[config.mk]
export PLATFORM = sky130hd
export DESIGN_NAME = muldiv_unit
export DESIGN_NICKNAME = d
export VERILOG_FILES = /design/src/muldiv_pkg.sv /design/src/div_core.sv /design/src/mul_core.sv /design/src/muldiv_ctrl.sv /design/src/muldiv_unit.sv
export SDC_FILE = /design/constraint.sdc
export NUM_CORES = 1
export LEC_CHECK = 0
export CAP_MARGIN = 20
export CORE_ASPECT_RATIO = 1.25
export CORE_UTILIZATION = 50
export CTS_CLUSTER_DIAMETER = 200
export CTS_CLUSTER_SIZE = 12
export DETAILED_ROUTE_END_ITERATION = 8
export DONT_BUFFER_PORTS = 1
export MAX_ROUTING_LAYER = met4
export PLACE_DENSITY = 0.7
export SETUP_SLACK_MARGIN = 0.3
export SYNTH_ARGS = -nofsm -noshare
export SYNTH_HDL_FRONTEND = slang
export SYNTH_HIERARCHICAL = 1
export SYNTH_SLANG_ARGS = --single-unit
[constraint.sdc]
create_clock -name clk -period 4.97 [get_ports clk]
set_clock_uncertainty 0.1 [all_clocks]
set_input_delay 0.994 -clock clk [delete_from_list [all_inputs] [get_ports clk]]
set_output_delay 0.994 -clock clk [all_outputs]
set_load 0.005 [all_outputs]
[src/muldiv_pkg.sv]
/* rv32m multiply/divide shared types and constants
   word types, funct3 operation codes and iteration settings */
`default_nettype none

package muldiv_pkg;

    localparam int XLEN = 32;

    typedef logic [XLEN-1:0]   xlen_t;
    typedef logic [2*XLEN-1:0] dxlen_t;

    // values match the rv32m funct3 field
    typedef enum logic [2:0] {
        OP_MUL    = 3'd0,
        OP_MULH   = 3'd1,
        OP_MULHSU = 3'd2,
        OP_MULHU  = 3'd3,
        OP_DIV    = 3'd4,
        OP_DIVU   = 3'd5,
        OP_REM    = 3'd6,
        OP_REMU   = 3'd7
    } muldiv_op_t;

    // one bit per operand bit
    localparam int STEP_W = 5;
    localparam logic [STEP_W-1:0] STEP_LAST = STEP_W'(XLEN - 1);

    // one-hot core states
    localparam int ST_W        = 3;
    localparam int ST_IDLE_BIT = 0;
    localparam int ST_LOAD_BIT = 1;
    localparam int ST_CALC_BIT = 2;

    localparam logic [ST_W-1:0] ST_IDLE = ST_W'(1) << ST_IDLE_BIT;
    localparam logic [ST_W-1:0] ST_LOAD = ST_W'(1) << ST_LOAD_BIT;
    localparam logic [ST_W-1:0] ST_CALC = ST_W'(1) << ST_CALC_BIT;

endpackage

`default_nettype wire

[src/div_core.sv]
/* unsigned radix-2 restoring divider
   one quotient bit per cycle, quotient and remainder out */
`timescale 1ns/1ps
`default_nettype none

module div_core
    import muldiv_pkg::*;
(
    input  logic  clk,
    input  logic  resetn,
    input  logic  start_i,
    input  xlen_t op_a_i,
    input  xlen_t op_b_i,
    output logic  done_o,
    output xlen_t quot_o,
    output xlen_t rem_o
);

    logic [ST_W-1:0]   state_q;
    logic [STEP_W-1:0] step_q;
    xlen_t             quot_q;
    xlen_t             rem_q;
    xlen_t             divisor_q;
    logic [XLEN+1:0]   trial;
    logic              trial_neg;

    // shift in next dividend bit and try the subtraction
    assign trial     = {1'b0, rem_q, quot_q[XLEN-1]} - {2'b00, divisor_q};
    assign trial_neg = trial[XLEN+1];

    assign quot_o = quot_q;
    assign rem_o  = rem_q;

    always_ff @(posedge clk) begin
        if (!resetn) begin
            state_q <= ST_IDLE;
            step_q  <= '0;
            done_o  <= 1'b0;
        end else begin
            done_o <= 1'b0;
            case (1'b1)
                state_q[ST_IDLE_BIT]: begin
                    if (start_i) begin
                        state_q <= ST_LOAD;
                    end
                end
                state_q[ST_LOAD_BIT]: begin
                    step_q  <= '0;
                    state_q <= ST_CALC;
                end
                state_q[ST_CALC_BIT]: begin
                    step_q <= step_q + 1'b1;
                    if (step_q == STEP_LAST) begin
                        done_o  <= 1'b1;
                        state_q <= ST_IDLE;
                    end
                end
                default: begin
                    state_q <= ST_IDLE;
                end
            endcase
        end
    end

    // dividend shifts out of quot_q while quotient bits shift in
    always_ff @(posedge clk) begin
        if (state_q[ST_LOAD_BIT]) begin
            quot_q    <= op_a_i;
            rem_q     <= '0;
            divisor_q <= op_b_i;
        end else if (state_q[ST_CALC_BIT]) begin
            quot_q <= {quot_q[XLEN-2:0], ~trial_neg};
            if (trial_neg) begin
                // restore
                rem_q <= {rem_q[XLEN-2:0], quot_q[XLEN-1]};
            end else begin
                rem_q <= trial[XLEN-1:0];
            end
        end
    end

    // controller only starts an idle core
    assert property (@(posedge clk) disable iff (!resetn)
        start_i |-> state_q[ST_IDLE_BIT])
        else $error("div_core: start while not idle");

endmodule

`default_nettype wire

[src/mul_core.sv]
/* unsigned 32x32 shift-and-add multiplier
   one multiplier bit per cycle, 64-bit product */
`timescale 1ns/1ps
`default_nettype none

module mul_core
    import muldiv_pkg::*;
(
    input  logic   clk,
    input  logic   resetn,
    input  logic   start_i,
    input  xlen_t  op_a_i,
    input  xlen_t  op_b_i,
    output logic   done_o,
    output dxlen_t product_o
);

    logic [ST_W-1:0]   state_q;
    logic [STEP_W-1:0] step_q;
    dxlen_t            acc_q;
    dxlen_t            mcand_q;
    xlen_t             mplier_q;
    dxlen_t            addend;

    assign addend    = mplier_q[0] ? mcand_q : '0;
    assign product_o = acc_q;

    always_ff @(posedge clk) begin
        if (!resetn) begin
            state_q <= ST_IDLE;
            step_q  <= '0;
            done_o  <= 1'b0;
        end else begin
            done_o <= 1'b0;
            case (1'b1)
                state_q[ST_IDLE_BIT]: begin
                    if (start_i) begin
                        state_q <= ST_LOAD;
                    end
                end
                state_q[ST_LOAD_BIT]: begin
                    step_q  <= '0;
                    state_q <= ST_CALC;
                end
                state_q[ST_CALC_BIT]: begin
                    step_q <= step_q + 1'b1;
                    if (step_q == STEP_LAST) begin
                        done_o  <= 1'b1;
                        state_q <= ST_IDLE;
                    end
                end
                default: begin
                    state_q <= ST_IDLE;
                end
            endcase
        end
    end

    // datapath, operands stay stable at the ports until done
    always_ff @(posedge clk) begin
        if (state_q[ST_LOAD_BIT]) begin
            acc_q    <= '0;
            mcand_q  <= {{XLEN{1'b0}}, op_a_i};
            mplier_q <= op_b_i;
        end else if (state_q[ST_CALC_BIT]) begin
            acc_q    <= acc_q + addend;
            mcand_q  <= mcand_q << 1;
            mplier_q <= mplier_q >> 1;
        end
    end

    // controller only starts an idle core
    assert property (@(posedge clk) disable iff (!resetn)
        start_i |-> state_q[ST_IDLE_BIT])
        else $error("mul_core: start while not idle");

endmodule

`default_nettype wire

[src/muldiv_ctrl.sv]
/* rv32m command controller
   decodes funct3, feeds absolute operands to a core, sign-corrects the result */
`timescale 1ns/1ps
`default_nettype none

module muldiv_ctrl
    import muldiv_pkg::*;
(
    input  logic       clk,
    input  logic       resetn,
    input  logic       cmd_valid_i,
    input  muldiv_op_t cmd_op_i,
    input  xlen_t      rs1_i,
    input  xlen_t      rs2_i,
    output logic       result_valid_o,
    output xlen_t      result_o,
    output logic       busy_o,
    output logic       mul_start_o,
    output logic       div_start_o,
    output xlen_t      op_a_o,
    output xlen_t      op_b_o,
    input  logic       mul_done_i,
    input  dxlen_t     product_i,
    input  logic       div_done_i,
    input  xlen_t      quot_i,
    input  xlen_t      rem_i
);

    logic       cmd_is_mul;
    logic       cmd_a_signed;
    logic       cmd_b_signed;
    logic       cmd_a_neg;
    logic       cmd_b_neg;

    muldiv_op_t op_q;
    logic       a_neg_q;
    logic       b_neg_q;
    logic       b_zero_q;

    logic       core_done;
    logic       signs_differ;
    dxlen_t     product_fix;
    xlen_t      quot_fix;
    xlen_t      rem_fix;
    xlen_t      result_next;

    // which core, which operands are signed
    always_comb begin
        cmd_is_mul   = 1'b0;
        cmd_a_signed = 1'b0;
        cmd_b_signed = 1'b0;
        case (cmd_op_i)
            OP_MUL, OP_MULHU: begin
                cmd_is_mul = 1'b1;
            end
            OP_MULH: begin
                cmd_is_mul   = 1'b1;
                cmd_a_signed = 1'b1;
                cmd_b_signed = 1'b1;
            end
            OP_MULHSU: begin
                cmd_is_mul   = 1'b1;
                cmd_a_signed = 1'b1;
            end
            OP_DIV, OP_REM: begin
                cmd_a_signed = 1'b1;
                cmd_b_signed = 1'b1;
            end
            default: begin
                cmd_is_mul = 1'b0;
            end
        endcase
    end

    assign cmd_a_neg = cmd_a_signed & rs1_i[XLEN-1];
    assign cmd_b_neg = cmd_b_signed & rs2_i[XLEN-1];

    assign core_done    = mul_done_i | div_done_i;
    assign signs_differ = a_neg_q ^ b_neg_q;

    // negate the full product so the upper half is right
    assign product_fix = signs_differ ? -product_i : product_i;
    // divide by zero keeps the all-ones quotient
    assign quot_fix    = (signs_differ && !b_zero_q) ? -quot_i : quot_i;
    // remainder follows the dividend sign
    assign rem_fix     = a_neg_q ? -rem_i : rem_i;

    always_comb begin
        case (op_q)
            OP_MUL: begin
                result_next = product_fix[XLEN-1:0];
            end
            OP_MULH, OP_MULHSU, OP_MULHU: begin
                result_next = product_fix[2*XLEN-1:XLEN];
            end
            OP_DIV, OP_DIVU: begin
                result_next = quot_fix;
            end
            default: begin
                result_next = rem_fix;
            end
        endcase
    end

    always_ff @(posedge clk) begin
        if (!resetn) begin
            busy_o         <= 1'b0;
            result_valid_o <= 1'b0;
            mul_start_o    <= 1'b0;
            div_start_o    <= 1'b0;
        end else begin
            result_valid_o <= core_done;
            mul_start_o    <= cmd_valid_i & cmd_is_mul;
            div_start_o    <= cmd_valid_i & ~cmd_is_mul;
            if (core_done) begin
                busy_o <= 1'b0;
            end
            if (cmd_valid_i) begin
                busy_o <= 1'b1;
            end
        end
    end

    // command capture, operands held until the core is done
    always_ff @(posedge clk) begin
        if (cmd_valid_i) begin
            op_q     <= cmd_op_i;
            a_neg_q  <= cmd_a_neg;
            b_neg_q  <= cmd_b_neg;
            b_zero_q <= (rs2_i == '0);
            op_a_o   <= cmd_a_neg ? -rs1_i : rs1_i;
            op_b_o   <= cmd_b_neg ? -rs2_i : rs2_i;
        end
        if (core_done) begin
            result_o <= result_next;
        end
    end

    // one operation in flight, source waits for busy low
    assert property (@(posedge clk) disable iff (!resetn)
        cmd_valid_i |-> !busy_o)
        else $error("muldiv_ctrl: command issued while busy");

endmodule

`default_nettype wire

[src/muldiv_unit.sv]
/* rv32m multiply/divide unit top
   controller plus shift-and-add multiplier and restoring divider */
`timescale 1ns/1ps
`default_nettype none

module muldiv_unit
    import muldiv_pkg::*;
(
    input  logic       clk,
    input  logic       resetn,
    input  logic       cmd_valid_i,
    input  muldiv_op_t cmd_op_i,
    input  xlen_t      rs1_i,
    input  xlen_t      rs2_i,
    output logic       result_valid_o,
    output xlen_t      result_o,
    output logic       busy_o
);

    logic   mul_start;
    logic   div_start;
    xlen_t  op_a;
    xlen_t  op_b;
    logic   mul_done;
    dxlen_t product;
    logic   div_done;
    xlen_t  quot;
    xlen_t  rem;

    muldiv_ctrl muldiv_ctrl_i (
        .clk            (clk),
        .resetn         (resetn),
        .cmd_valid_i    (cmd_valid_i),
        .cmd_op_i       (cmd_op_i),
        .rs1_i          (rs1_i),
        .rs2_i          (rs2_i),
        .result_valid_o (result_valid_o),
        .result_o       (result_o),
        .busy_o         (busy_o),
        .mul_start_o    (mul_start),
        .div_start_o    (div_start),
        .op_a_o         (op_a),
        .op_b_o         (op_b),
        .mul_done_i     (mul_done),
        .product_i      (product),
        .div_done_i     (div_done),
        .quot_i         (quot),
        .rem_i          (rem)
    );

    mul_core mul_core_i (
        .clk       (clk),
        .resetn    (resetn),
        .start_i   (mul_start),
        .op_a_i    (op_a),
        .op_b_i    (op_b),
        .done_o    (mul_done),
        .product_o (product)
    );

    div_core div_core_i (
        .clk     (clk),
        .resetn  (resetn),
        .start_i (div_start),
        .op_a_i  (op_a),
        .op_b_i  (op_b),
        .done_o  (div_done),
        .quot_o  (quot),
        .rem_o   (rem)
    );

endmodule

`default_nettype wire

# ---- After elaboration in Yosys (flattened, before gate mapping)
# Cells that the tools add are included.
dict set report classes {
  add_sub_neg 9
  n_eq_ne 14
  muxes 35
  bitwise_logic 13
  reduce_logical 17
}
# op n
set op_table {}
lappend op_table {{$mux 32} 11}
lappend op_table {{$mux 64} 2}
lappend op_table {{$neg 32->32} 4}
lappend op_table {{$pmux 32 s3} 1}
lappend op_table {{$add 64x64->64} 1}
lappend op_table {{$neg 64->64} 1}
lappend op_table {{$sub 33x32->34} 1}
lappend op_table {{$logic_not 32->1} 1}
lappend op_table {{$mux 3} 10}
lappend op_table {{$mux 5} 4}
lappend op_table {{$reduce_or 4->1} 4}
lappend op_table {{$eq 3x2->1 const B} 4}
lappend op_table {{$eq 3x3->1 const B} 4}
lappend op_table {{$add 5x1->5 const B} 2}
lappend op_table {{$eq 5x5->1 const B} 2}
lappend op_table {{$mux 1} 7}
lappend op_table {{$not 1->1} 7}
lappend op_table {{$eq 3x1->1 const B} 2}
lappend op_table {{$logic_not 3->1} 2}
lappend op_table {{$reduce_bool 2->1} 3}
lappend op_table {{$reduce_or 3->1} 2}
lappend op_table {{$and 1x1->1} 4}
lappend op_table {{$ne 2x2->1 const B} 2}
lappend op_table {{$reduce_and 2->1} 2}
lappend op_table {{other kinds (5)} 5}
dict set report word_totals {
  ff_bits 380
  in_bits 70
  out_inout_bits 34
  elab_cells 114
}

# ---- Logic depth before layout (Yosys ltp)
dict set report logic_depth {
  depth_word 5
  mapped_depth 14
  depth_no_buf 12
}

# ---- By module
# Netlist, hierarchy kept.
# module instances cells_each area_each_um2 seq_area_each_um2
set by_module_without_submodules {}
lappend by_module_without_submodules {mul_core 1 1139 10641.5 4023.9}
lappend by_module_without_submodules {muldiv_ctrl 1 878 8161.6 3143.0}
lappend by_module_without_submodules {div_core 1 622 6127.1 2742.6}

# ---- Worst setup path after synthesis
# No wires, ideal clock.
dict set report synth_path {
  kind {register to register}
  start {register mul_core_i.mplier_q[0]}
  end {register mul_core_i.acc_q[44], in the netlist mul_core_i/product_o[44]}
  setup_ps 126
  arrival_time_ps 3243
  t_required_ps 4744
  setup_slack_ps 1500
  path_stages_with_launch 15
  path_buffers 2
  period_less_slack_ps 3470
  cell_sequence {edfxtp_1 > clkbuf_1 > clkbuf_1 > and2_1 > ha_1 > fa_1 > a211oi_2 > o21ai_1 > a2111oi_0 > nor2_1 > o211a_1 > or2_1 > a21boi_1 > xor2_1 > o21ai_1}
}
dict set report synth_between {
  elab_chain_cells 2
}
# item line_no
set synth_rtl {}
lappend synth_rtl {{start: declaration} mul_core.sv:22} ;# xlen_t mplier_q;
lappend synth_rtl {{start signal: assignment} mul_core.sv:64} ;# mplier_q <= op_b_i;
lappend synth_rtl {{start signal: assignment} mul_core.sv:68} ;# mplier_q <= mplier_q >> 1;
lappend synth_rtl {{$mux 64} mul_core.sv:25} ;# assign addend = mplier_q[0] ? mcand_q : '0;
lappend synth_rtl {{$add 64x64->64} mul_core.sv:66} ;# acc_q <= acc_q + addend;
lappend synth_rtl {{end signal: assignment} mul_core.sv:66}
lappend synth_rtl {{end: declaration} mul_core.sv:20} ;# dxlen_t acc_q;
# Every way passes these cells.
# A chain may end at the register's enable or synchronous reset.

# ---- Final worst setup path
# Same ends and word-level chain as after synthesis.

==> impl_metrics.env <==
export IMPL_final_cell_mix="sky130_fd_sc_hd__nor2_1, sky130_fd_sc_hd__edfxtp_1, sky130_fd_sc_hd__a21oi_1"
export IMPL_post_synth_cell_area_avg_um2=9.45
export IMPL_clockRootBuffer="sky130_fd_sc_hd__clkbuf_16"
export IMPL_die_height_um=252
export IMPL_port_buffer_count=0
export IMPL_routed_vias_inst=6.27
export IMPL_place_detailed_hpwl_um=54500
export IMPL_synth_enable_flop_cells=230
export IMPL_most_frequent_standard_cell_in_the_layout_excluding_fill_and_tap_cells="sky130_fd_sc_hd__nor2_1"
export IMPL_period_minus_slack_ps=3930
export IMPL_ir_drop_mv=0.286
export IMPL_worstReg2RegStart="mul_core_i/mplier_q[0]"
export IMPL_routabilityCongestion=1.00
export IMPL_post_cts_resize_count=0
export IMPL_cts_hold_buffers=0
export IMPL_synth_cell_area_mm2=0.0249
export IMPL_timing_final_hold_violations=0
export IMPL_num_vias=20300
export IMPL_overflow=0
export IMPL_top_level_ports=104
export IMPL_cts_buffers_inserted=37
export IMPL_share_clk_of_total_power_pct=32.2
export IMPL_drt_wirelength_um=71700
export IMPL_hold_depth=0
export IMPL_cellLeakagePower_nw=9.73
export IMPL_vias_in_the_first_global_route=19200
export IMPL_worst_endpoint_required_ps=5310
export IMPL_min_from="muldiv_ctrl_i/op_b_o[29]"
export IMPL_numPlacedInstances=3175
export IMPL_initialDrtViolationCount=1641
export IMPL_worst_skew_pair_late_latency_ps=560
export IMPL_synth_ff_type="sky130_fd_sc_hd__edfxtp_1"
export IMPL_worstPathMaxFanout=64
export IMPL_postCtsSetupRepairBufs=0
export IMPL_grt_util_all_layers_pct=28.6
export IMPL_postSynth_asyncResetShare_pct=0
export IMPL_grt_first_pass_wirelength_um=111000
export IMPL_comb_power_share_pct=22.7
export IMPL_finish_cell_count_without_fillers=3245
export IMPL_switching_share_pct=30.8
export IMPL_timing_critical_path_arrival_ps=4280
export IMPL_synth_compound_area_share_pct=18.3
export IMPL_max_clock_path_buffers=3
export IMPL_initial_antenna_violation_count=1
export IMPL_netlist_top_cell_by_area="sky130_fd_sc_hd__edfxtp_1"
export IMPL_report_final_setup_viol=0
export IMPL_reg2regPathDepth=12
export IMPL_power_switching_w=0.00258
export IMPL_slew_limit_headroom_pct=32.4
export IMPL_synth_seq_cells=380
export IMPL_tritoncts="yes"
export IMPL_yosysSeqAreaShare_pct=39.7
export IMPL_final_nets=2740
export IMPL_timing_reg2reg_setup_slack_ps=1040
export IMPL_synth_warnings=6
export IMPL_crit_path_start="mul_core_i/mplier_q[0]"
export IMPL_fin_tns_setup_ps=0
export IMPL_start_util_pct=50.6
export IMPL_synth_xor_area_share_pct=8.64
export IMPL_timing_max_cap_violations=0
export IMPL_placementRows=91
export IMPL_final_min_period_over_clock_period_pct=79.2
export IMPL_fp_coreArea_mm2=0.0493
export IMPL_grt_max_degree=74
export IMPL_setup_worst_path_start_class="flip-flop"
export IMPL_worst_setup_path_type="reg2reg"
export IMPL_cts_htree_levels=2
export IMPL_synth_top_cells_by_area="sky130_fd_sc_hd__edfxtp_1, sky130_fd_sc_hd__dfxtp_1, sky130_fd_sc_hd__ha_1"
export IMPL_synthAdderAreaFrac_pct=5.43
export IMPL_number_of_drc_violations_after_detailed_routing=0
export IMPL_tritoncts_num_sinks=380
export IMPL_clk_pin_slew_ps=60
export IMPL_detailedRoute_firstPassIterationCount=6
export IMPL_pwr_density_cell_mw_per_mm2=316
export IMPL_synthesis_nets=2816
export IMPL_mux_share_of_post_synthesis_cell_area_pct=7.70
export IMPL_maxSlewViolCount=0
export IMPL_critPathCaptureType="flip-flop"
export IMPL_max_slew_worst_pin_slew_ps=1000
export IMPL_cellInternalPower_w=0.00580
export IMPL_achievable_frequency_mhz=254
export IMPL_overall_die_area_mm2=0.0508
export IMPL_synthToLayoutAreaGrowth_pct=6.29
export IMPL_synth_top_family_by_area="compound AO/OA/AOI/OAI gates"
export IMPL_share_seq_of_total_power_pct=45.0
export IMPL_yosys_area_share_simple_pct=16.4
export IMPL_drtAntennaViolNets=0
export IMPL_rr_endpoint="mul_core_i/product_o[44]"
export IMPL_layout_drive_gt1_share_pct=8.37
export IMPL_wl_per_cell_um=22.1
export IMPL_die_width_um=202
export IMPL_status="complete, no violations"
export IMPL_netlist_instances=2639
export IMPL_hold_path_class="reg2reg"
export IMPL_distinct_cell_type_count_after_synthesis=93
export IMPL_netlist_area_leader_share_pct=27.7
export IMPL_grt_setup_unrepaired="false"
export IMPL_whs_endpoint="div_core_i/divisor_q[29]"
[registers in the layout, summed over array words and instances (netlist names), 3 cells and up]
| register | count |
|---|---|
| div_core_i/divisor_q | 32 |
| muldiv_ctrl_i/op_b_o | 32 |
| mul_core_i/step_q | 5 |
| div_core_i/state_q | 3 |
| mul_core_i/mcand_q | 64 |
| div_core_i/rem_o | 32 |
| muldiv_ctrl_i/op_a_o | 32 |
| mul_core_i/product_o | 64 |
| muldiv_ctrl_i/op_q | 3 |
| div_core_i/quot_o | 32 |
| div_core_i/step_q | 5 |
| mul_core_i/mplier_q | 32 |
| mul_core_i/state_q | 3 |
| muldiv_ctrl_i/result_o | 32 |
[cell families after synthesis]
kind of cell,Yosys count
flops,380
fa+ha+maj,107
simple gates,817
mux,180
compound gates,680
buf+inv,229
xor+xnor,246
[synth_stat cells, types with 85 or more instances]
master                       n
sky130_fd_sc_hd__mux2_2     95
sky130_fd_sc_hd__clkbuf_1  106
sky130_fd_sc_hd__edfxtp_1  230
sky130_fd_sc_hd__mux2i_1    85
sky130_fd_sc_hd__nand2_1   169
sky130_fd_sc_hd__nor2_1    236
sky130_fd_sc_hd__ha_1      105
sky130_fd_sc_hd__xor2_1    103
sky130_fd_sc_hd__inv_1      87
sky130_fd_sc_hd__o21ai_0   116
sky130_fd_sc_hd__xnor2_1   143
sky130_fd_sc_hd__dfxtp_1   150
sky130_fd_sc_hd__a21oi_1   177
[metrics by stage]
stage / worst slack [ps] / utilization, % / total power [W] / hold slack [ps] / cell area, um2
global route: 809 / 53.7 / 0.00872 / 346 / 26500
floorplan: 1500 / - / 0.00515 / 318 / 24900
global placement: 1130 / 51.5 / 0.00566 / 329 / 25400
finish: 1040 / 53.7 / 0.00838 / 339 / 26500
detailed placement: 1150 / 51.5 / 0.00569 / 333 / 25400
CTS: 1140 / 53.7 / 0.00840 / 339 / 26500
[area by class of cell]
cell class                 count  area, um2
multi-input combinational   2030      14100
timing repair buffer          26        195
inverter                      88        330
sequential                   380       9920
antenna                        2       5.00
fill                        4366      22800
clock inverter                 1       8.76
tap                          651        815
clock buffer                  67       1100
[how the worst max path moves through the flow]
stage                     cells after the start  slack, ps                    endpoint
after global routing                          6        810  muldiv_ctrl_i/result_o[29]
after detailed placement                     12       1150    mul_core_i/product_o[52]
after floorplan                              14       1500    mul_core_i/product_o[44]
final                                        12       1040    mul_core_i/product_o[44]
after global placement                       12       1130    mul_core_i/product_o[52]
after CTS                                    12       1140    mul_core_i/product_o[44]
[routing by layer]
| layer | share of wire, % | vias to the layer above | routed length [um] | GRT usage (%) |
|---|---|---|---|---|
| met5 | 0 | - | 0 | - |
| met4 | 4.0 | 0 | 2900 | 10.7 |
| met3 | 5.6 | 147 | 4050 | 3.67 |
| met2 | 49 | 723 | 34900 | 47.9 |
| met1 | 42 | 9860 | 29900 | 35.1 |
| li1 | - | 9619 | - | - |
[critical path, stage by stage, from the launching register on]
cell and delay [ps]:
sky130_fd_sc_hd__edfxtp_1 380, sky130_fd_sc_hd__buf_4 310, sky130_fd_sc_hd__and2_1 250, sky130_fd_sc_hd__fa_1 470, sky130_fd_sc_hd__a211oi_2 270, sky130_fd_sc_hd__o21ai_1 140, sky130_fd_sc_hd__a2111oi_0 620, sky130_fd_sc_hd__nor2_1 240
sky130_fd_sc_hd__o211a_1 330, sky130_fd_sc_hd__or2_1 270, sky130_fd_sc_hd__a21boi_1 200, sky130_fd_sc_hd__xor2_1 190, sky130_fd_sc_hd__o21ai_1 70
[power by group through the flow]
stage	registers, W	clock network [W]	logic [W]
after floorplan	0.00372	0	0.00142
after global placement	0.00383	0	0.00183
after detailed placement	0.00383	0	0.00185
after CTS	0.00377	0.00277	0.00186
after global routing	0.00379	0.00288	0.00205
final	0.00377	0.00270	0.00190
No activity file was read; power rests on OpenSTA's default activity.
